--- config.mk ---
export PLATFORM = sky130hd
export DESIGN_NAME = disp_mux_flat
export DESIGN_NICKNAME = d
export VERILOG_FILES = /design/src/common/soc_pkg.sv /design/src/common/periph_if.sv /design/src/hdl/disp_mux.sv /design/src/flat_wrapper.sv
export SDC_FILE = /design/constraint.sdc
export NUM_CORES = 1
export LEC_CHECK = 0
export BUFFER_PORTS_ARGS = -buffer_cell sky130_fd_sc_hd__buf_2
export CAP_MARGIN = 20
export CORE_ASPECT_RATIO = 1.5
export CORE_MARGIN = 4
export CORE_UTILIZATION = 36
export DETAILED_ROUTE_END_ITERATION = 10
export PLACE_DENSITY = 0.76
export SETUP_SLACK_MARGIN = 0.02
export SYNTH_ARGS = -nofsm -noshare
export SYNTH_HDL_FRONTEND = slang
export SYNTH_SLANG_ARGS = --single-unit
--- constraint.sdc ---
create_clock -name clk -period 1.19 [get_ports clk]
set_input_delay 0.238 -clock clk [delete_from_list [all_inputs] [get_ports clk]]
set_output_delay 0.238 -clock clk [all_outputs]
set_load 0.005 [all_outputs]
--- src/common/soc_pkg.sv ---
package soc_pkg;

	typedef logic [31:0] data_t;

	localparam int RAM_ADDR_W = 10; // Word index width of the data RAM.
	localparam int NUM_CH = 3;

	// Region codes live in address bits 31 to 28.
	localparam logic [3:0] REGION_RAM = 4'h0;
	localparam logic [3:0] REGION_DISP = 4'hE;
	localparam logic [3:0] REGION_IO = 4'hF;

	// Status word field positions.
	localparam int STAT_ZERO_LSB = 29;
	localparam int STAT_BTN_LSB = 16;
	localparam int STAT_SW_LSB = 0;

	typedef struct packed {
		logic [3:0] region;
		logic [15:0] unused;
		logic [RAM_ADDR_W-1:0] word_idx;
		logic [1:0] byte_off;
	} ram_addr_t;

	typedef struct packed {
		logic [3:0] region;
		logic [24:0] unused;
		logic reg_sel; // Address bit 2.
		logic [1:0] byte_off;
	} io_addr_t;

	typedef union packed {
		ram_addr_t ram;
		io_addr_t io;
	} bus_addr_u;

	typedef struct packed {
		logic [21:0] rsvd;
		logic [7:0] led;
		logic [1:0] ch_sel; // Counter channel select.
	} gpio_reg_t;

endpackage

--- src/common/periph_if.sv ---
`timescale 1ns/1ps
interface periph_if;

	logic gpio_we;
	logic counter_we;
	logic disp_we;
	soc_pkg::data_t wdata;

	modport ctrl (
		output gpio_we,
		output counter_we,
		output disp_we,
		output wdata
	);

	modport gpio (input gpio_we, input wdata);

	modport counter (input counter_we, input wdata);

	modport disp (input disp_we, input wdata); // Display register sits in disp_mux.

endinterface

--- src/hdl/disp_mux.sv ---
`timescale 1ns/1ps
module disp_mux (
	input  logic clk,
	input  logic rst,
	periph_if.disp bus,
	input  logic [2:0] ch_sel,
	input  soc_pkg::gpio_reg_t gpio_word,
	input  soc_pkg::data_t count_sel,
	input  logic [15:0] sw,
	input  soc_pkg::data_t last_addr,
	output soc_pkg::data_t disp_reg,
	output soc_pkg::data_t disp_data
);

	soc_pkg::data_t sel_word;

	always_ff @(posedge clk) begin
		if (rst)
			disp_reg <= '0;
		else if (bus.disp_we)
			disp_reg <= bus.wdata;
	end

	always_comb begin
		case (ch_sel)
			3'd0: sel_word = disp_reg;
			3'd1: sel_word = gpio_word;
			3'd2: sel_word = count_sel;
			3'd3: sel_word = last_addr; // Address of the last bus access.
			3'd4: sel_word = {16'h0000, sw};
			default: sel_word = '0;
		endcase
	end

	// One cycle of latency into the scan driver.
	always_ff @(posedge clk) begin
		disp_data <= sel_word;
	end

endmodule

--- src/flat_wrapper.sv ---
// flat-port wrapper written by rule: the top's interface ports become plain ports
module disp_mux_flat 
  (clk, rst, ch_sel, gpio_word, count_sel, sw, last_addr, disp_reg, disp_data, bus_disp_we, bus_wdata);
  periph_if bus_i ();
  input  logic clk;
  input  logic rst;
  input  logic [2:0] ch_sel;
  input  soc_pkg::gpio_reg_t gpio_word;
  input  soc_pkg::data_t count_sel;
  input  logic [15:0] sw;
  input  soc_pkg::data_t last_addr;
  output soc_pkg::data_t disp_reg;
  output soc_pkg::data_t disp_data;
  input wire logic [$bits(bus_i.disp_we)-1:0] bus_disp_we;
  input wire logic [$bits(bus_i.wdata)-1:0] bus_wdata;
  assign bus_i.disp_we = bus_disp_we;
  assign bus_i.wdata = bus_wdata;
  disp_mux u_core (.clk(clk), .rst(rst), .bus(bus_i), .ch_sel(ch_sel), .gpio_word(gpio_word), .count_sel(count_sel), .sw(sw), .last_addr(last_addr), .disp_reg(disp_reg), .disp_data(disp_data));
endmodule
Word-level counts from Yosys, hierarchy flattened
Cells that the tools add are included.
{"block": "totals", "regBits": 64, "input_bits": 150, "output_inout_bits": 64, "word_cells": 8}
{"block": "op_classes", "eq_ne": 4, "muxes": 1, "n_reduce_logical": 1}
{"operator": "$pmux W32 S5", "count": 1}
{"operator": "$eq A3 B2 Y1 const B", "count": 2}
{"operator": "$eq A3 B1 Y1 const B", "count": 1}
{"operator": "$eq A3 B3 Y1 const B", "count": 1}
{"operator": "$logic_not A3 Y1", "count": 1}

Longest topological paths before layout
{"block": "logic_depth", "ltp_word": 2, "depth_mapped": 5, "ltp_nobuf": 3}

Least setup slack after synthesis
OpenSTA, ideal clock, no wires.
{"block": "synth_path", "path_type": "input to register", "start": "in ch_sel[0]", "end": "reg u_core.disp_data[0]", "setup_time_ns": 0.134, "arrival_ns": 1.129, "required_ns": 1.056, "slack_ns": -0.073, "cell_stages": 5, "n_path_buf": 2, "cell_sequence": "buf_2 buf_4 mux2_2 a22oi_1 o22ai_1"}
{"block": "synth_between", "elab_chain_len": 2, "elab_cells_between_ends": 6, "cone_classes": "eq/ne (4); mux (1); reduce/logical (1)"}
{"item": "from (decl)", "line": "flat_wrapper.sv:7", "rtl": "input logic [2:0] ch_sel;"}
{"item": "$eq A3 B3 Y1 (tied with other cells)", "line": "disp_mux.sv:25", "rtl": "case (ch_sel)"}
{"item": "$pmux W32 S5 *", "line": "disp_mux.sv:25"}
{"item": "net u_core.sel_word[0]", "line": "disp_mux.sv:15", "rtl": "soc_pkg::data_t sel_word;"}
{"item": "to (signal assigned)", "line": "disp_mux.sv:37", "rtl": "disp_data <= sel_word;"}
{"item": "to (decl)", "line": "disp_mux.sv:12", "rtl": "output soc_pkg::data_t disp_data"}
The timed path passes the listed nets; every way through them passes the cells marked *.
A chain may end at the register's enable or synchronous reset.

Worst setup path in the final report
{"block": "layout_path", "start": "reg u_core.disp_reg[10]", "end": "out disp_reg[10]"}
{"item": "from (decl)", "line": "disp_mux.sv:11", "rtl": "output soc_pkg::data_t disp_reg,"}
{"item": "from (signal assigned)", "line": "disp_mux.sv:21", "rtl": "disp_reg <= bus.wdata;"}
{"item": "to (decl)", "line": "flat_wrapper.sv:12", "rtl": "output soc_pkg::data_t disp_reg;"}
No word-level cell between the ends.

==> flow_metrics.env <==
export IMPL_final_cell_mix="buf_2 (213), dfxtp_1 (64), mux2i_1 (32), nor2_1 (32), a22oi_1 (30)"
export IMPL_overflow=0
export IMPL_worst_setup_path_end_kind="primary output"
export IMPL_cts_root_buf="clkbuf_16"
export IMPL_die_area_sq_mm=0.009465
export IMPL_clk_latency_ns=0.33
export IMPL_cp_depth=1
export IMPL_peakVddDrop_v=0.0008731
export IMPL_numClockSinks=64
export IMPL_syn_area_sq_mm=0.002860
export IMPL_drt_initial_drc_count=97
export IMPL_finalSetupViolations=0
export IMPL_cap_violations=0
export IMPL_r2r_start="u_core.disp_reg[27]"
export IMPL_slowest_delay_ns=0.40
export IMPL_grt_max_degree=33
export IMPL_syn_num_nets=402
export IMPL_path_max_fanout=3
export IMPL_grt_use_total=0.2056
export IMPL_cts_setup_buffers=0
export IMPL_final_common_cell="buf_2"
export IMPL_period_minus_slack_ns=1.114
export IMPL_cts_resized=0
export IMPL_hold_viol=0
export IMPL_crit_path_cell_trace="buf_2"
export IMPL_power_density_mw_per_mm2=1346
export IMPL_h_tree_depth=3
export IMPL_ant_nets=0
export IMPL_timing_slew_headroom=0.7720
export IMPL_wl_microns=9752
export IMPL_slew_violations=0
export IMPL_fin_ws_ns=0.07650
export IMPL_antenna_found_initial=0
export IMPL_r2r_end="u_core.disp_data[27]"
export IMPL_p_leak_uw=0.002248
export IMPL_vias=2862
export IMPL_dp_hpwl_microns=7754
export IMPL_grt_pass1_wl_microns=14370
export IMPL_worstMarginPinSlew_ns=0.3420
export IMPL_vias_per_cell=4.969
export IMPL_initial_core_util=0.3733
export IMPL_worstPathRequired_ns=0.95
export IMPL_wl_per_cell_microns=16.93
export IMPL_drive_above_1_share=0.5886
export IMPL_critPathKind="reg2out"
export IMPL_drt_pass1_iter_count=4
export IMPL_io_buffer_count=213
export IMPL_grt_pass1_vias=2984
export IMPL_hold_buffers=0
export IMPL_numCtsBuffers=9
export IMPL_critical_path_top_delay_family="flip-flops"
export IMPL_holdPathStages=3
export IMPL_fin_worst_skew_ns=0.005521
export IMPL_fin_nets=619
export IMPL_rsz0062_at_grt="false"
export IMPL_reg2reg_slack_ns=0.13
export IMPL_synth_cell_types=19
export IMPL_gp_congestion=0.8149
export IMPL_rr_worst_depth=2
export IMPL_slowest_stage="dfxtp_1"
export IMPL_hold_path_end="u_core.disp_reg[11]"
export IMPL_syn_avg_cell_area_sq_um=11.35
export IMPL_std_cell_rows=39
export IMPL_period_share=0.9357
export IMPL_placedInstanceArea_sq_mm=0.004144
export IMPL_path_clk_slew_ns=0.05
export IMPL_yosysWarnings=0
export IMPL_hold_path_class="in2reg"
export IMPL_cts_tree="yes"
export IMPL_fmax_mhz=898.1
export IMPL_num_io_pins=214
export IMPL_n_antenna_cell=0
export IMPL_pre_cts_ws_ns=-0.1743
export IMPL_syn_inst=252
export IMPL_fill_cells=678
export IMPL_multi_input_comb_area_sq_mm=0.001458
export IMPL_crit_arrival_ns=0.88
export IMPL_core_area_sq_mm=0.007661
export IMPL_worstHoldStart="bus_wdata[11]"
export IMPL_final_setup_tns_ns=0
export IMPL_cp_num_buf_inv=1
export IMPL_drc=0
export IMPL_die_h_microns=117.2
export IMPL_design_area_sq_mm=0.004443
export IMPL_syn2layout_area_growth_pct=55.34
export IMPL_cts_max_path_buffers=2
export IMPL_ys_ff_latch=64
export IMPL_seqCellArea_sq_mm=0.001281
export IMPL_die_w_microns=80.78
export IMPL_synth_seq_area_share=0.4479
export IMPL_status="completed"
export IMPL_start_kind="register"
[how the worst max path moves through the flow]
stage	startpoint	end
2_1_floorplan	ch_sel[2]	u_core.disp_data[0]
3_3_place_gp	ch_sel[0]	u_core.disp_data[8]
3_5_place_dp	ch_sel[2]	u_core.disp_data[6]
4_1_cts	u_core.disp_reg[10]	disp_reg[10]
5_1_grt	u_core.disp_reg[5]	disp_reg[5]
6_report	u_core.disp_reg[10]	disp_reg[10]
[synthesized netlist by cell type]
cell,number,area [sq um]
nand2_1,1,3.750
a32oi_1,1,8.760
buf_6,2,22.52
mux4_2,16,360.4
buf_4,2,15.01
a22oi_1,30,225.2
and2b_1,2,15.01
nor2_2,1,6.260
mux2_1,1,11.26
mux2_2,16,180.2
o22ai_1,15,93.84
nor2b_1,16,100.1
o31ai_1,1,7.510
nor2_1,32,120.1
mux2i_1,32,320.3
inv_1,1,3.750
dfxtp_1,64,1281
clkbuf_1,8,30.03
buf_2,11,55.05
[area by class of cell]
type                            instances  share of cell area
Sequential cell                        64              0.2884
Timing Repair Buffer                  229              0.2867
Tap cell                              102             0.02872
Clock inverter                          5             0.01267
Inverter                                1           0.0008448
Multi-Input combinational cell        164              0.3281
Clock buffer                           11             0.05463
[through the flow]
stage	hold slack, ns	util	instances	total power [uW]
5_1_grt	0.1511	0.5799	576	6245
2_1_floorplan	0.3104	-	252	2903
3_5_place_dp	0.4813	0.5409	560	3456
4_1_cts	0.1354	0.5799	576	6073
3_3_place_gp	0.4734	0.5409	560	3431
6_report	0.1475	0.5799	576	5982
[kinds of logic after synthesis]
logic type,count (synthesis),share of synthesized area
simple gates,52,0.08574
compound gates,47,0.1172
buf+inv,24,0.04418
mux,65,0.3049
flops,64,0.4479
[per-layer routing]
metal | share of wire | global-route usage | up-vias
met4 | 0.020 | 0.08681 | 0
met3 | 0.099 | 0.05590 | 13
met2 | 0.54 | 0.3833 | 155
met5 | 0 | 0 | -
li1 | - | - | 1374
met1 | 0.34 | 0.2137 | 1320
[report_power, final]
part           switching [uW]  leakage, uW  internal [uW]
logic                     421      0.00157            603
registers                73.9     0.000530           2300
clock network             912     0.000145           1670
total                    1410      0.00225           4570
No activity file was read; power rests on OpenSTA's default activity.
