`config.mk`:
```
export PLATFORM = sky130hd
export DESIGN_NAME = counter_timer_flat
export DESIGN_NICKNAME = d
export VERILOG_FILES = /design/src/common/soc_pkg.sv /design/src/common/periph_if.sv /design/src/counter/counter_timer.sv /design/src/flat_wrapper.sv
export SDC_FILE = /design/constraint.sdc
export NUM_CORES = 1
export LEC_CHECK = 0
export BUFFER_PORTS_ARGS = -buffer_cell sky130_fd_sc_hd__buf_4
export CAP_MARGIN = 10
export CORE_UTILIZATION = 30
export DETAILED_ROUTE_END_ITERATION = 10
export SYNTH_ARGS = -nofsm -noshare
export SYNTH_HDL_FRONTEND = slang
export SYNTH_SLANG_ARGS = --single-unit
```
`constraint.sdc`:
```
create_clock -name clk -period 4.6 [get_ports clk]
set_input_delay 0.46 -clock clk [delete_from_list [all_inputs] [get_ports clk]]
set_output_delay 0.46 -clock clk [all_outputs]
set_load 0.005 [all_outputs]
```
`src/common/soc_pkg.sv`:
```
package soc_pkg;

	typedef logic [31:0] data_t;

	localparam int RAM_ADDR_W = 10; // Word index width of the data RAM.
	localparam int NUM_CH = 3;

	// Region codes live in address bits 31 to 28.
	localparam logic [3:0] REGION_RAM = 4'h0;
	localparam logic [3:0] REGION_DISP = 4'hE;
	localparam logic [3:0] REGION_IO = 4'hF;

	// Status word field positions.
	localparam int STAT_ZERO_LSB = 29;
	localparam int STAT_BTN_LSB = 16;
	localparam int STAT_SW_LSB = 0;

	typedef struct packed {
		logic [3:0] region;
		logic [15:0] unused;
		logic [RAM_ADDR_W-1:0] word_idx;
		logic [1:0] byte_off;
	} ram_addr_t;

	typedef struct packed {
		logic [3:0] region;
		logic [24:0] unused;
		logic reg_sel; // Address bit 2.
		logic [1:0] byte_off;
	} io_addr_t;

	typedef union packed {
		ram_addr_t ram;
		io_addr_t io;
	} bus_addr_u;

	typedef struct packed {
		logic [21:0] rsvd;
		logic [7:0] led;
		logic [1:0] ch_sel; // Counter channel select.
	} gpio_reg_t;

endpackage

```
`src/common/periph_if.sv`:
```
`timescale 1ns/1ps
interface periph_if;

	logic gpio_we;
	logic counter_we;
	logic disp_we;
	soc_pkg::data_t wdata;

	modport ctrl (
		output gpio_we,
		output counter_we,
		output disp_we,
		output wdata
	);

	modport gpio (input gpio_we, input wdata);

	modport counter (input counter_we, input wdata);

	modport disp (input disp_we, input wdata); // Display register sits in disp_mux.

endinterface

```
`src/counter/counter_timer.sv`:
```
`timescale 1ns/1ps
module counter_timer #(
	parameter int CH0_SHIFT = 6,
	parameter int CH1_SHIFT = 9,
	parameter int CH2_SHIFT = 11
) (
	input  logic clk,
	input  logic rst,
	periph_if.counter bus,
	input  logic [1:0] counter_set,
	output logic [2:0] zero_flags,
	output soc_pkg::data_t count_sel
);

	// Tick masks, one per channel.
	localparam soc_pkg::data_t CH_MASK [soc_pkg::NUM_CH] = '{
		(32'd1 << CH0_SHIFT) - 32'd1,
		(32'd1 << CH1_SHIFT) - 32'd1,
		(32'd1 << CH2_SHIFT) - 32'd1
	};

	soc_pkg::data_t presc;
	logic [soc_pkg::NUM_CH-1:0] tick;
	soc_pkg::data_t cnt [soc_pkg::NUM_CH];

	always_ff @(posedge clk) begin
		if (rst)
			presc <= '0;
		else
			presc <= presc + 32'd1;
	end

	// A channel ticks when its low prescaler bits are all ones.
	always_comb begin
		for (int k = 0; k < soc_pkg::NUM_CH; k++)
			tick[k] = &(presc | ~CH_MASK[k]);
	end

	always_ff @(posedge clk) begin
		if (rst) begin
			for (int k = 0; k < soc_pkg::NUM_CH; k++)
				cnt[k] <= '0;
		end else begin
			for (int k = 0; k < soc_pkg::NUM_CH; k++) begin
				if (bus.counter_we && counter_set == k)
					cnt[k] <= bus.wdata; // Reload wins over the tick.
				else if (tick[k] && cnt[k] != '0)
					cnt[k] <= cnt[k] - 32'd1;
			end
		end
	end

	always_comb begin
		for (int k = 0; k < soc_pkg::NUM_CH; k++)
			zero_flags[k] = (cnt[k] == '0);
	end

	always_comb begin
		count_sel = '0; // Select 3 reads zero.
		for (int k = 0; k < soc_pkg::NUM_CH; k++) begin
			if (counter_set == k)
				count_sel = cnt[k];
		end
	end

endmodule

```
`src/flat_wrapper.sv`:
```
// flat-port wrapper written by rule: the top's interface ports become plain ports
module counter_timer_flat 
#(
	parameter int CH0_SHIFT = 6,
	parameter int CH1_SHIFT = 9,
	parameter int CH2_SHIFT = 11
)
  (clk, rst, counter_set, zero_flags, count_sel, bus_counter_we, bus_wdata);
  periph_if bus_i ();
  input  logic clk;
  input  logic rst;
  input  logic [1:0] counter_set;
  output logic [2:0] zero_flags;
  output soc_pkg::data_t count_sel;
  input wire logic [$bits(bus_i.counter_we)-1:0] bus_counter_we;
  input wire logic [$bits(bus_i.wdata)-1:0] bus_wdata;
  assign bus_i.counter_we = bus_counter_we;
  assign bus_i.wdata = bus_wdata;
  counter_timer #(.CH0_SHIFT(CH0_SHIFT), .CH1_SHIFT(CH1_SHIFT), .CH2_SHIFT(CH2_SHIFT)) u_core (.clk(clk), .rst(rst), .bus(bus_i), .counter_set(counter_set), .zero_flags(zero_flags), .count_sel(count_sel));
endmodule
```
=== After elaboration in Yosys (flattened, before gate mapping) ===
Memory sizes are Yosys's and may differ from the RTL's.
Cells that the tools add are included.

* Divide/modulo/power cells: 0
* Add/subtract/negate cells: 4
* Reductions and logical operators: 16
* Shift-type cells: 0
* Mux-type cells: 32
* Multiply operators: 0
* Equality and inequality tests: 2
* Bitwise operators: 6
* Order comparisons: 0

{| class="wikitable"
|+ Operators with widths
! kind !! number
|-
| $mux W32 || 9
|-
| $logic_not A32 Y1 || 3
|-
| $reduce_bool A32 Y1 || 3
|-
| $sub A32 B1 Y32 const B || 3
|-
| $add A32 B1 Y32 const B || 1
|-
| $mux W1 || 23
|-
| $reduce_and A11 Y1 || 1
|-
| $reduce_and A9 Y1 || 1
|-
| $logic_and A1 B1 Y1 || 6
|-
| $or A1 B1 Y1 || 6
|-
| $reduce_and A6 Y1 || 1
|-
| $eq A2 B1 Y1 const B || 1
|-
| $eq A2 B2 Y1 const B || 1
|-
| $logic_not A2 Y1 || 1
|}

* Latch bits: 0
* Bits of input ports: 37
* Memories kept: 1
* Bits in writable memories: 96
* Output and inout port bits: 35
* Logic and storage cells: 62
* Bits in read-only memories: 0
* Register bits: 32

{| class="wikitable"
|+ Memories
! memory !! depth !! width !! read ports !! clocked after Yosys merged registers in !! write ports !! RTL line !! RTL
|-
| u_core.cnt || 3 || 32 || 3 || 0 || 3 || counter_timer.sv:24 || <nowiki>soc_pkg::data_t cnt [soc_pkg::NUM_CH];</nowiki>
|}

=== Logic depth before layout (Yosys ltp) ===
* Depth in word-level cells: 7
* Gate-level depth with buffers: 12

=== Least setup slack after synthesis ===
Ideal clock, no wire load.

* Path kind: register to register
* Start: memory u_core.cnt[0][23] in the netlist's numbering
* End: memory u_core.cnt[0][0] in the netlist's numbering, enable pin
* Library setup time: 0.478 ns
* Required time: 4.122 ns
* Data arrival time: 3.143 ns
* Path slack: 0.979 ns
* Period minus slack after synthesis: 3.621 ns
* Cell stages (with the launch flop): 8
* Cells stage by stage: edfxtp_1 > or4_4 > or4_1 > or4b_1 > buf_2 > nand2_1 > clkbuf_1 > nand2_1

{| class="wikitable"
|+ RTL lines
! element !! RTL line
|-
| from (decl) || counter_timer.sv:24
|}

==> run metrics <==
Die Ht 156 um; Yosys top cell area share 40.4%; Gates resized, CTS repair 0; cell taking the most area after synthesis edfxtp_1; multiplexer share of the synthesized area 4.63%; Compound-Gate Fraction of Synth Area 17.9%; arrival time at the worst endpoint 3.90 ns; Clock Tree Root clkbuf_16; Cell Rows 56; Yosys cell types 50; RSZ-0062 raised after global routing false; CTS tree built; Final Setup Violations 0; nets@finish around 840; htree depth 3; # DRC 0; VDD IR-drop max 0.167 mV; Routed Antenna Nets 0; ANT cells 0; number of hold violations in the final report 0; Vias/cell between 5 and 6; critical path type reg -> reg; LEAKAGE 2.89 nW; synthesized-area fraction occupied by adder cells around 1.1%; ys flop type edfxtp_1; sequential-to-total area share from yosys stat 43.4%; commonest non-fill, non-tap cell in the layout buf_4; Mapped Nets 781; Pre-antenna DRT Iters 5; largest family of logic cells by synthesized area simple AND/OR/NAND/NOR gates; Setup WS pre-CTS ~1.0 ns; Via Count approximately 6200; die area 24400 um^2; Final Power 2.42 mW; starting density of the core 30.5%; largest net degree at the start of global routing 38; Post-CTS Setup Bufs 0; Tcrit/Tclk final 79.8%; final wirelength ~23000 um; async set or reset register ratio after synthesis 0%; crit path launch type flop; CP Capture Type flop; synthesized instance count about 740; worst-skew pair later-pin latency ~0.36 ns; cts bufs inserted 9; initial antenna violation count 0; average wire per standard cell around 20 um; Ports 72; Worst slew margin between 40% and 50%; Worst Tran Pin Value 0.817 ns; post-route setup TNS 0 ns; post-placement cell count 1107; max-cap violation count 0; Final Slew Violations 0; Max clock buf depth 2; clock sinks 107; syn_area_per_cell about 9.7 um^2; area share of and/or/nand/nor cells after synthesis between 10% and 20%; synthesis-to-layout area growth 17.2%; Core Util, Final 35.8%; #FFs+latches synth ~110; gpl congestion 0.843; HPWL after DPL 16700 um; number of synthesized flops with an enable pin 96; Yosys Warn Count 0; Synth Cell Area 7140 um^2; Worst Path Required roughly 4.8 ns; Chip Width 156 um; Worst Slack Setup Final 0.929 ns; initial drt markers 536; gr usage total roughly a fifth; PortBufs 71; largest driver fanout on the critical path 13; status finished, final reports clean; top post-synthesis cells by area edfxtp_1 (40%), xnor2_1 (6.5%), o21ai_0 (4.8%); Filler Cell Count between 2000 and 2500; share of cells above drive strength 1 15.8%; Final min period 3.67 ns; first-pass GRT wire length 35400 um; Setup Skew 0.00877 ns; vias in the first global route 6016; Hold WC Path Type in -> reg; Core ar. about 23000 um^2; post-route non-filler standard cell count between 1000 and 1500; commonest cells after routing, fill and taps aside buf_4 (97), edfxtp_1 (96), o21ai_0 (68); Hold Buf Count CTS 0; max frequency 0.272 GHz; grt total ovfl 0; Synth Area in XOR/XNOR 11.0%; Worst-path clk slew 0.07 ns; Power Dens Cells 288 nW/um^2
metal layers:
layer / track usage [%] / wire length, um / vias up / part of all wire (%)
li1: - / - / 2940 / -
met4: 5.65 / 515 / 0 / 2.2
met3: 3.46 / 1270 / 32 / 5.5
met5: 0 / 0 / - / 0
met1: 26.4 / 10500 / 3031 / 46
met2: 30.8 / 10700 / 225 / 46
worst max-delay path, stage by stage, from the launching register on:
cell and delay (ns):
edfxtp_1 0.49, or4_1 0.71, or4_1 0.73, o31ai_4 0.55, o211a_1 0.62, buf_4 0.29
a22o_1 0.15
cells in the mapped netlist (3+ instances only):
| cell | number |
|---|---|
| nand2_1 | 59 |
| o2bb2ai_1 | 33 |
| mux2i_1 | 33 |
| nor2b_1 | 3 |
| nor2_1 | 50 |
| nand3_1 | 14 |
| or3_1 | 13 |
| nor4_1 | 30 |
| or2_2 | 6 |
| or4_1 | 10 |
| o21ai_0 | 68 |
| and3_1 | 4 |
| edfxtp_1 | 96 |
| xor2_1 | 37 |
| inv_1 | 12 |
| and2_1 | 4 |
| clkbuf_1 | 35 |
| ha_1 | 6 |
| buf_6 | 3 |
| dfxtp_1 | 11 |
| nand4_1 | 10 |
| a22o_1 | 25 |
| a21oi_1 | 6 |
| buf_2 | 7 |
| o22ai_1 | 31 |
| xnor2_1 | 53 |
| nand4b_1 | 3 |
| a31oi_1 | 6 |
| nor3_1 | 40 |
per-stage QoR:
| stage | instance area [um^2] | hold WS [ns] |
|---|---|---|
| floorplan | 7140 | 0.410 |
| global placement | 8080 | 0.431 |
| detailed placement | 8080 | 0.433 |
| CTS | 8370 | 0.386 |
| global route | 8370 | 0.386 |
| finish | 8370 | 0.391 |
final timing paths:
path | from | to | slack, ns | depth (start not counted)
min | bus_wdata[11] | u_core.cnt[1][11] | 0.39 | 2
max reg2reg | u_core.cnt[1][12] | u_core.cnt[1][6] | 0.93 | 6
min reg2reg | u_core.presc[0] | u_core.presc[0] | 0.45 | 1
max | u_core.cnt[1][12] | u_core.cnt[1][6] | 0.93 | 6
final cells by class:
cell class                 instances  area (um^2)  share of cell area, %
clock inverter                     5         33.8                  0.403
inverter                          12         45.0                  0.538
sequential                       107         3100                   37.1
multi-input combinational        572         3800                   45.4
clock buffer                      11          264                   3.15
timing repair buffer              97          728                   8.70
tap                              319          399                   4.77
logic make-up (layout without fill, tap and decap cells):
| logic type | Yosys count | in the layout |
|---|---|---|
| AOI/OAI and AO/OA | 186 | 186 |
| adders and majority gates | 6 | 6 |
| DFF | 107 | 107 |
| muxes | 33 | 33 |
| and+or+nand+nor | 257 | 257 |
| buffers and inverters | 59 | 125 |
| xor gates and xnor gates | 90 | 90 |
flip-flops by register name, summed over array words and instances (netlist names):
register and count:
u_core.cnt 96, u_core.presc 11
power by group:
| part | internal, mW | switching (mW) | total [mW] |
|---|---|---|---|
| sequential | 1.14 | 0.0987 | 1.24 |
| clock | 0.417 | 0.380 | 0.797 |
| combinational | 0.175 | 0.207 | 0.382 |
| total | 1.73 | 0.686 | 2.42 |
Note: power is estimated with default switching activity, not from simulation.
