### src/common/soc_pkg.sv
package soc_pkg;

	typedef logic [31:0] data_t;

	localparam int RAM_ADDR_W = 10; // Word index width of the data RAM.
	localparam int NUM_CH = 3;

	// Region codes live in address bits 31 to 28.
	localparam logic [3:0] REGION_RAM = 4'h0;
	localparam logic [3:0] REGION_DISP = 4'hE;
	localparam logic [3:0] REGION_IO = 4'hF;

	// Status word field positions.
	localparam int STAT_ZERO_LSB = 29;
	localparam int STAT_BTN_LSB = 16;
	localparam int STAT_SW_LSB = 0;

	typedef struct packed {
		logic [3:0] region;
		logic [15:0] unused;
		logic [RAM_ADDR_W-1:0] word_idx;
		logic [1:0] byte_off;
	} ram_addr_t;

	typedef struct packed {
		logic [3:0] region;
		logic [24:0] unused;
		logic reg_sel; // Address bit 2.
		logic [1:0] byte_off;
	} io_addr_t;

	typedef union packed {
		ram_addr_t ram;
		io_addr_t io;
	} bus_addr_u;

	typedef struct packed {
		logic [21:0] rsvd;
		logic [7:0] led;
		logic [1:0] ch_sel; // Counter channel select.
	} gpio_reg_t;

endpackage

### src/common/periph_if.sv
`timescale 1ns/1ps
interface periph_if;

	logic gpio_we;
	logic counter_we;
	logic disp_we;
	soc_pkg::data_t wdata;

	modport ctrl (
		output gpio_we,
		output counter_we,
		output disp_we,
		output wdata
	);

	modport gpio (input gpio_we, input wdata);

	modport counter (input counter_we, input wdata);

	modport disp (input disp_we, input wdata); // Display register sits in disp_mux.

endinterface

### src/hdl/gpio_port.sv
`timescale 1ns/1ps
module gpio_port (
	input  logic clk,
	input  logic rst,
	periph_if.gpio bus,
	input  logic [15:0] sw,
	input  logic [3:0] btn,
	input  logic [2:0] zero_flags,
	output soc_pkg::gpio_reg_t gpio_word,
	output logic [7:0] led,
	output logic [1:0] counter_set,
	output soc_pkg::data_t status_word
);

	always_ff @(posedge clk) begin
		if (rst)
			gpio_word <= '0;
		else if (bus.gpio_we)
			gpio_word <= bus.wdata;
	end

	assign led = gpio_word.led;
	assign counter_set = gpio_word.ch_sel;

	// Flags of counters 2, 1, 0 sit on top, then buttons and switches.
	always_comb begin
		status_word = '0;
		status_word[soc_pkg::STAT_ZERO_LSB +: 3] = zero_flags;
		status_word[soc_pkg::STAT_BTN_LSB +: 4] = btn;
		status_word[soc_pkg::STAT_SW_LSB +: 16] = sw;
	end

endmodule

### src/flat_wrapper.sv
// flat-port wrapper written by rule: the top's interface ports become plain ports
module gpio_port_flat 
  (clk, rst, sw, btn, zero_flags, gpio_word, led, counter_set, status_word, bus_gpio_we, bus_wdata);
  periph_if bus_i ();
  input  logic clk;
  input  logic rst;
  input  logic [15:0] sw;
  input  logic [3:0] btn;
  input  logic [2:0] zero_flags;
  output soc_pkg::gpio_reg_t gpio_word;
  output logic [7:0] led;
  output logic [1:0] counter_set;
  output soc_pkg::data_t status_word;
  input wire logic [$bits(bus_i.gpio_we)-1:0] bus_gpio_we;
  input wire logic [$bits(bus_i.wdata)-1:0] bus_wdata;
  assign bus_i.gpio_we = bus_gpio_we;
  assign bus_i.wdata = bus_wdata;
  gpio_port u_core (.clk(clk), .rst(rst), .bus(bus_i), .sw(sw), .btn(btn), .zero_flags(zero_flags), .gpio_word(gpio_word), .led(led), .counter_set(counter_set), .status_word(status_word));
endmodule
### config.mk
export PLATFORM = sky130hd
export DESIGN_NAME = gpio_port_flat
export DESIGN_NICKNAME = d
export VERILOG_FILES = /design/src/common/soc_pkg.sv /design/src/common/periph_if.sv /design/src/hdl/gpio_port.sv /design/src/flat_wrapper.sv
export SDC_FILE = /design/constraint.sdc
export NUM_CORES = 1
export LEC_CHECK = 0
export BUFFER_PORTS_ARGS = -buffer_cell sky130_fd_sc_hd__buf_4
export CAP_MARGIN = 20
export CORE_ASPECT_RATIO = 2
export CORE_MARGIN = 3
export CORE_UTILIZATION = 30
export DETAILED_ROUTE_END_ITERATION = 6
export PLACE_DENSITY = 0.69
export RECOVER_POWER = 50
export REMOVE_ABC_BUFFERS = 1
export SYNTH_ARGS = -nofsm -noshare
export SYNTH_HDL_FRONTEND = slang
export SYNTH_SLANG_ARGS = --single-unit
### constraint.sdc
create_clock -name clk -period 0.8 [get_ports clk]
set_clock_uncertainty 0.1 [all_clocks]
set_input_delay 0.16 -clock clk [delete_from_list [all_inputs] [get_ports clk]]
set_output_delay 0.16 -clock clk [all_outputs]
set_load 0.02 [all_outputs]
Word level (Yosys, flattened, before mapping). Cells that the tools add are included.

Flip-flop bits (word level): 32. Bits of input ports: 58. Output and inout port bits: 74. Logic and storage cells: 3.

Logic depth before layout (Yosys ltp). Gate-level depths: netlist of run 1.

Depth after elaboration: 0. Mapped depth: 4. Mapped depth without buffers: 2.

Worst setup path before layout of run 1. No wires, ideal clock.

Path kind: register to output. Start point: register, netlist name u_core.counter_set[0]. End point: output gpio_word[0] (netlist bit). Arrival time: 0.615 ns. Data required time: 0.540 ns. Path slack: -0.075 ns. Cell stages (with the launch flop): 2. Buffers on the path: 1. Cells stage by stage: dfxtp_1 > buf_4.

RTL lines: end: declaration (RTL line flat_wrapper.sv:10) `output soc_pkg::gpio_reg_t gpio_word;`.

No word-level cell between the ends.

Worst setup path after layout of run 1.
Start point: register, netlist name u_core.led[3]. End point: output gpio_word[5] (netlist bit).

No word-level cell between the ends.

==> flow_summary.ini, run 1 <==
[yosys]
ys_seq_elements = 32
yosysSeqAreaShare = 0.432
yosys.area_share.xor_xnor = 0
synth-simple-area-share = 0.0810
synth-adder-area-share = 0
synth-compound-area-share = 0
syn_avg_cell_area_um2 = 10.2
synthMuxAreaShare = 0.216
synth_ff_type = dfxtp_1
synth_top_area_frac = 0.432
async_flop_share = 0
synth_top_family_by_area = buffers and inverters
synthDistinctLibCells = 8
synth_edf_count = 0
synthTopCellsByCount = 42 x buf_4, 32 x dfxtp_1, 32 x mux2i_1, 32 x nor2_1
synth_area_leaders = dfxtp_1 43%, mux2i_1 22%, buf_4 21%, nor2_1 8.1%, buf_12 4.1%
yosysMostFrequentCell = buf_4
yosysWarningCount = 0
syn_inst = 146
syn_area_um2 = 1480
synth_top_cell_by_area = dfxtp_1

[routing]
drtPass1Iterations = 2
wl_met3_um = 584
dr_wl_met2_mm = 1.77
first_iter_violations = 16
route.top_layer_used = met5
viasPerCell = 4.48
wl_per_cell_um = 14.7
routed_wl_mm = 3.59
m1WireLength_mm = 1.14
dr_total_vias = 1097
ant_nets = 0
drc = 0

[grt]
grt_pass1_vias = 1057
overflow = 0
grt_start_max_net_pins = 33
antenna_found_initial = 0
grt_usage = 0.122
grt_pass1_wl_mm = 5.42

[finish]
drive_gt1_frac = 0.605
antenna_cells = 0
areaGrowthSynthToFinish_pct = 41.0
nets = 248
final_area_um2 = 2090

[clocking]
htree_levels = 2
cts-buffers-inserted = 5
post-cts-setup-buffers = 0
cts_hold_buffers = 0
root_buffer = clkbuf_8
clk_pin_slew_ps = 60
cts_tree = done
cts_sinks = 32
insertion_delay_ps = 270
cts_buffer_depth = 2

[placement]
gp_congestion = 0.622
port_buffers = 76
dpl.hpwl_mm = 2.74
placed_cell_area_um2 = 1790

[timing]
finalCriticalPeriod_ps = 1020
max_freq_mhz = 981
hold_viol_final = 0
finalSetupViolCount = 42
slew_viol_final = 0
grt_setup_unrepaired = true
fin_crit_sh = 1.27
finalWorstSetupSlack_ps = -219
whs_ps = 16.5

[critical_path]
crit_path_start = u_core.led[3]
crit_path_max_fanout = 3
arrival_ps = 760
r2r-start = u_core.led[2]
cp-start-kind = register
crit_buf_inv = 1
crit_chain = buf_6
crit_family = flip-flops
worstSetupEndpointType = primary output
cp_slowest_cell = dfxtp_2
crit_required_ps = 540
slowest_delay_ps = 360
critPathKind = reg -> out

[run_status]
status = finished, violations left
violations = setup timing

[floorplanning]
die_y_um = 105
start_util = 0.316
die_x_um = 55.7
core-area_um2 = 4690
die-area_um2 = 5870
ioPinCount = 132
rows = 35

[power_and_ir_drop]
cellPowerDensity_nw_per_um2 = 1860
finalPower_mw = 3.89
p_leak_nw = 1.04
ir_worst_vdd_v = 0.00117

[worst_hold_path]
min-delay-start = bus_wdata[22]
hp-class = in -> reg

[run]
drv_cap = 0
-- layout make-up --
class / count / area, µm²
fill: 456 / 2590
sequential: 32 / 683
clock buffer: 7 / 96.3
multi-input combinational: 73 / 474
tap: 55 / 68.8
timing repair buffer: 78 / 768
-- per-layer routing --
layer,vias to the layer above,track usage
met4,2,0.0539
met5,-,0.0571
met3,7,0.0944
met2,99,0.183
li1,502,-
met1,487,0.119
-- through the flow --
step	util	std cells	setup TNS, ps	setup slack [ps]
after global routing	0.446	245	-9810	-255
after CTS	0.442	245	-8780	-237
after floorplan	-	105	-1060	-106
after global placement	0.383	238	-3690	-128
final	0.446	245	-8110	-219
after detailed placement	0.383	238	-4000	-137
-- cell families after synthesis --
kind of cell / after synthesis
buf+inv: 49
mux: 32
flops: 32
simple gates: 32
other cells: 1
-- where the power goes --
part / leakage, nW / total (mW) / internal, mW / switching [mW]
Clock: 0.0503 / 1.29 / 0.765 / 0.528
Sequential: 0.275 / 1.78 / 1.71 / 0.0773
Combinational: 0.715 / 0.815 / 0.438 / 0.377
Total: 1.04 / 3.89 / 2.91 / 0.982
-- tightest hold or removal path, delay by kind of cell --
| family | cells | cell delay, ps |
|---|---|---|
| buffers and inverters | 1 | 80 |
| multiplexers | 1 | 50 |
| AND/OR/NAND/NOR | 1 | 70 |
-- what timing repair did --
action / CTS / global route
pin swaps: 0 / 1
setup endpoints to repair: 42 / 44
gates resized for setup: 70 / 6
-- flip-flops by register name, indices dropped and copies added, names as in the netlist --
register	flops
u_core.counter_set	2
u_core.gpio_word	22
u_core.led	8
-- layout by cell type, fill, tap and decap left out, drive strengths merged --
cell type,instances
nor2,32
mux2i,32
buf,78
conb,9
dfxtp,32
clkbuf,7
-- path summary, 6_finish.rpt --
path / depth (start not counted) / endpoint / slack, ps
min: 3 / u_core.gpio_word[22] / 20
min reg2reg: 2 / u_core.gpio_word[15] / 390
max: 1 / gpio_word[5] / -220
max reg2reg: 2 / u_core.led[2] / 40
(Power assumes the default switching activity.)
==> run 2, diff against run 1 <==
--- a/config.mk
+++ b/config.mk
@@ -7,7 +7,6 @@
 export LEC_CHECK = 0
 export BUFFER_PORTS_ARGS = -buffer_cell sky130_fd_sc_hd__buf_4
 export CAP_MARGIN = 20
-export CORE_ASPECT_RATIO = 2
 export CORE_MARGIN = 3
 export CORE_UTILIZATION = 30
 export DETAILED_ROUTE_END_ITERATION = 6
@@ -17,3 +16,4 @@
 export SYNTH_ARGS = -nofsm -noshare
 export SYNTH_HDL_FRONTEND = slang
 export SYNTH_SLANG_ARGS = --single-unit
+export TNS_END_PERCENT = 50
==> run 2 against run 1 <==
The flow still finishes with violations (setup timing); sequential share of layout area increased by 0.10 points; worst hold slack improved by 3.2 ps; wire length decreased by 2.6%; critical path type unchanged; critical endpoint is now gpio_word[13].
==> flow_summary.ini, run 2 (synthesis results as in run 1) <==
[power_and_ir_drop]
comb_power_share = 0.213
finalPower_mw = 3.83
cellPowerDensity_nw_per_um2 = 1830
p_sw_uw = 987
ir_worst_vdd_v = 0.000766
p_sw_frac = 0.258
p_clk_frac = 0.322
seq_power_share = 0.465
p_leak_nw = 1.04
intPower_mw = 2.84

[finish]
areaGrowthSynthToFinish_pct = 41.1
final_area_um2 = 2090
top_register = u_core.gpio_word
largest_register_ffs = 22
drive_gt1_frac = 0.599
antenna_cells = 0
final_common_cell = buf_4
fin_cells = 257
layout_common_cells = 39 x buf_4, 38 x buf_6, 32 x mux2i_1, 32 x nor2_1, 27 x dfxtp_2
nets = 249
finish.utilization = 0.458

[grt]
overflow = 0
grt_pass1_wl_mm = 5.61
grt_usage = 0.125
grt_pass1_vias = 1124
grt_start_max_net_pins = 33
antenna_found_initial = 0

[floorplanning]
rows = 24
die-area_um2 = 5820
core-area_um2 = 4560
die_x_um = 76.3
ioPinCount = 132
start_util = 0.325
die_y_um = 76.3

[timing]
grt_setup_unrepaired = true
tns_ps = -8280
slew_viol_final = 0
finalCriticalPeriod_ps = 1020
hold_viol_final = 0
whs_ps = 19.6
finalSetupViolCount = 43
max_freq_mhz = 983
fin_crit_sh = 1.27
finalWorstSetupSlack_ps = -218

[placement]
pre_cts_slack_ps = -163
port_buffers = 76
placed_cell_area_um2 = 1810
gp_congestion = 0.639
place_inst = 248
dpl.hpwl_mm = 2.56

[clocking]
clk_pin_slew_ps = 60
root_buffer = clkbuf_8
cts_buffer_depth = 2
cts_tree = done
cts_sinks = 32
insertion_delay_ps = 270
htree_levels = 2
cts-buffers-inserted = 5

[critical_path]
rrSetupSlack_ps = -80
arrival_ps = 760
crit_family = flip-flops
critPathKind = reg -> out
crit_required_ps = 540
cp_slowest_cell = dfxtp_1
slowest_delay_ps = 360
worstSetupEndpointType = primary output
crit_buf_inv = 1
crit_path_max_fanout = 2
cp-start-kind = register
crit_chain = buf_6

[routing]
drc = 0
ant_nets = 0
routed_wl_mm = 3.50
dr_total_vias = 1065
viasPerCell = 4.14
first_iter_violations = 36
drtPass1Iterations = 3
wl_per_cell_um = 13.6

[run_status]
status = finished, violations left
violations = setup timing

[worst_hold_path]
hp-class = in -> reg

[run]
drv_cap = 0
## run 2: worst reg2reg max path, delay by kind of cell (launching register included)
family | cells | cell delay, ps
AND/OR/NAND/NOR | 1 | 60
flip-flops | 1 | 330
buffers and inverters | 1 | 130
multiplexers | 1 | 140
## run 2: timing repair
item                                   4_1_cts  5_1_grt
setup endpoints to repair                   42       43
endpoints found under the hold margin        0        0
resized for setup                           62       11
setup buffers                                0        1
hold buffers                                 0        0
## run 2: final cells by class
type	instances	area (µm²)
fill	455	2470
tap	65	81.3
sequential	32	686
timing repair buffer	79	761
clock buffer	8	90.1
multi-input combinational	73	474
## run 2: power groups by stage
stage	sequential (mW)	clock, mW	combinational (mW)
after floorplan	1.93	0	0.171
final	1.78	1.23	0.814
after global routing	1.79	1.37	0.874
after detailed placement	1.78	0	0.747
after global placement	1.78	0	0.737
after CTS	1.78	1.30	0.801
## run 2: layer usage
layer | routed length, µm | vias to the layer above | GRT usage
li1 | - | 506 | -
met1 | 1220 | 458 | 0.124
met2 | 1510 | 89 | 0.173
met3 | 687 | 10 | 0.125
met4 | 46 | 2 | 0.0380
met5 | 36 | - | 0.0545
## run 2: final timing paths
kind	start	end	cells past startpoint
worst max register to register	u_core.gpio_word[28]	u_core.gpio_word[28]	3
worst max-delay path	u_core.gpio_word[13]	gpio_word[13]	1
worst min-delay path	bus_wdata[2]	u_core.led[0]	3
worst min register to register	u_core.gpio_word[21]	u_core.gpio_word[21]	2
==> run 3, diff against run 2 <==
--- a/config.mk
+++ b/config.mk
@@ -10,7 +10,7 @@
 export CORE_MARGIN = 3
 export CORE_UTILIZATION = 30
 export DETAILED_ROUTE_END_ITERATION = 6
-export PLACE_DENSITY = 0.69
+export PLACE_DENSITY = 0.71
 export RECOVER_POWER = 50
 export REMOVE_ABC_BUFFERS = 1
 export SYNTH_ARGS = -nofsm -noshare
==> constraint.sdc (replaced) <==
create_clock -name clk -period 1.15 [get_ports clk]
set_clock_uncertainty 0.1 [all_clocks]
set_input_delay 0.23 -clock clk [delete_from_list [all_inputs] [get_ports clk]]
set_output_delay 0.23 -clock clk [all_outputs]
set_load 0.02 [all_outputs]
==> run 3 against run 2 <==
The run now ends clean; die area did not move; first-iteration DRC count down 2.8%; non-clock buffer count is 1 lower; wire length fell by 0.17%; global-route usage is 0.61 points lower; worst hold slack better by 67 ps; via count decreased by 1.2%; power fell by 32%; combinational power fell by 38%; cell area shrank 9.4%; count of clock-buffer cells in the layout stayed put; largest power group unchanged.
==> flow_summary.ini, run 3 (synthesis results as in run 1) <==
[run_status]
status = finished clean

[run]
drv_cap = 0

[floorplanning]
die-area_um2 = 5820
ioPinCount = 132
die_x_um = 76.3
die_y_um = 76.3
rows = 24
core-area_um2 = 4560
start_util = 0.325

[power_and_ir_drop]
seq_power_share = 0.472
p_clk_frac = 0.332
finalPower_mw = 2.58
ir_worst_vdd_v = 0.000470
comb_power_share = 0.196
cellPowerDensity_nw_per_um2 = 1360
p_sw_frac = 0.259
intPower_mw = 1.92
p_leak_nw = 0.987
p_sw_uw = 669

[routing]
ant_nets = 0
drc = 0
first_iter_violations = 35
wl_per_cell_um = 13.6
viasPerCell = 4.11
drtPass1Iterations = 4
routed_wl_mm = 3.49
dr_total_vias = 1052

[finish]
top_register = u_core.gpio_word
fin_cells = 256
final_common_cell = buf_4
antenna_cells = 0
multi_input_area_um2 = 474
n_fill_cell = 489
layout_common_cells = 76 x buf_4, 32 x mux2i_1, 32 x nor2_1, 22 x dfxtp_1, 10 x dfxtp_2
largest_register_ffs = 22
areaGrowthSynthToFinish_pct = 27.8
nets = 248
drive_gt1_frac = 0.492
seq_area_um2 = 653

[grt]
grt_pass1_wl_mm = 5.34
grt_usage = 0.118
overflow = 0
antenna_found_initial = 0
grt_start_max_net_pins = 33
grt_pass1_vias = 1044

[clocking]
cts-resized-gates = 0
cts_sinks = 32
cts_hold_buffers = 0
root_buffer = clkbuf_8
insertion_delay_ps = 270
cts_buffer_depth = 2
cts_tree = done
post-cts-setup-buffers = 0
cts-buffers-inserted = 5
htree_levels = 2
clk_pin_slew_ps = 70

[critical_path]
crit_buf_inv = 1
crit_required_ps = 820
cp_slowest_cell = dfxtp_2
slowest_delay_ps = 350
critPathKind = reg -> out
crit_family = flip-flops
cp-start-kind = register
r2r-start = u_core.led[4]
r2r-end = u_core.led[4]
worstSetupEndpointType = primary output
arrival_ps = 760
rrSetupSlack_ps = 430
rr_worst_depth = 2
crit_path_max_fanout = 3
crit_chain = buf_4
crit_path_start = u_core.led[4]

[worst_hold_path]
whs_endpoint = u_core.led[5]
min-delay-start = bus_wdata[7]
hold-path-cell-count = 3
hp-class = in -> reg

[placement]
gp_congestion = 0.609
dpl.hpwl_mm = 2.66
place_inst = 248
port_buffers = 76

[timing]
whs_ps = 86.6
relSlewSlack = 0.631
slew_viol_final = 0
finalSetupViolCount = 0
worst_pin_slew_ps = 553
fin_crit_sh = 0.950
finalCriticalPeriod_ps = 1090
tns_ps = 0
grt_setup_unrepaired = false
max_freq_mhz = 916
hold_viol_final = 0
-- run 3: cell count changes in the layout (fill, tap and decap cells not counted), sizes merged --
cell,previous run,this run
clkbuf,8,9
buf,79,77
-- run 3: worst max path at each step --
stage                            end  slack (ps)  cells past startpoint
6_report                gpio_word[6]          60                      1
3_5_place_dp   u_core.counter_set[0]         140                      4
2_1_floorplan  u_core.counter_set[0]         240                      2
5_1_grt                gpio_word[13]           7                      1
4_1_cts                 gpio_word[5]          10                      1
3_3_place_gp    u_core.gpio_word[21]         140                      4
-- run 3: through the flow --
step / area, µm² / setup slack, ps / util
global route: 1890 / 7.39 / 0.415
global placement: 1810 / 143 / 0.396
finish: 1890 / 58.1 / 0.415
detailed placement: 1810 / 137 / 0.396
floorplan: 1110 / 244 / -
CTS: 1900 / 10.8 / 0.416
-- run 3: final cells by class --
| cell class | count | area share |
|---|---|---|
| Clock buffer | 8 | 0.0476 |
| Sequential cell | 32 | 0.345 |
| Tap cell | 65 | 0.0429 |
| Multi-Input combinational cell | 73 | 0.250 |
| Timing Repair Buffer | 78 | 0.314 |
-- run 3: power groups by stage --
stage	Combinational (mW)	Sequential (mW)	Clock (mW)
after global routing	0.547	1.23	0.940
final	0.507	1.22	0.859
after CTS	0.519	1.21	0.905
after floorplan	0.119	1.34	0
after global placement	0.513	1.24	0
after detailed placement	0.520	1.24	0
-- run 3: metal layers --
metal  vias up  track usage  wire, µm
li1        501            -         -
met1       467        0.130      1450
met2        78        0.163      1460
met3         4        0.105       542
met4         2       0.0326        12
met5         -       0.0545        29
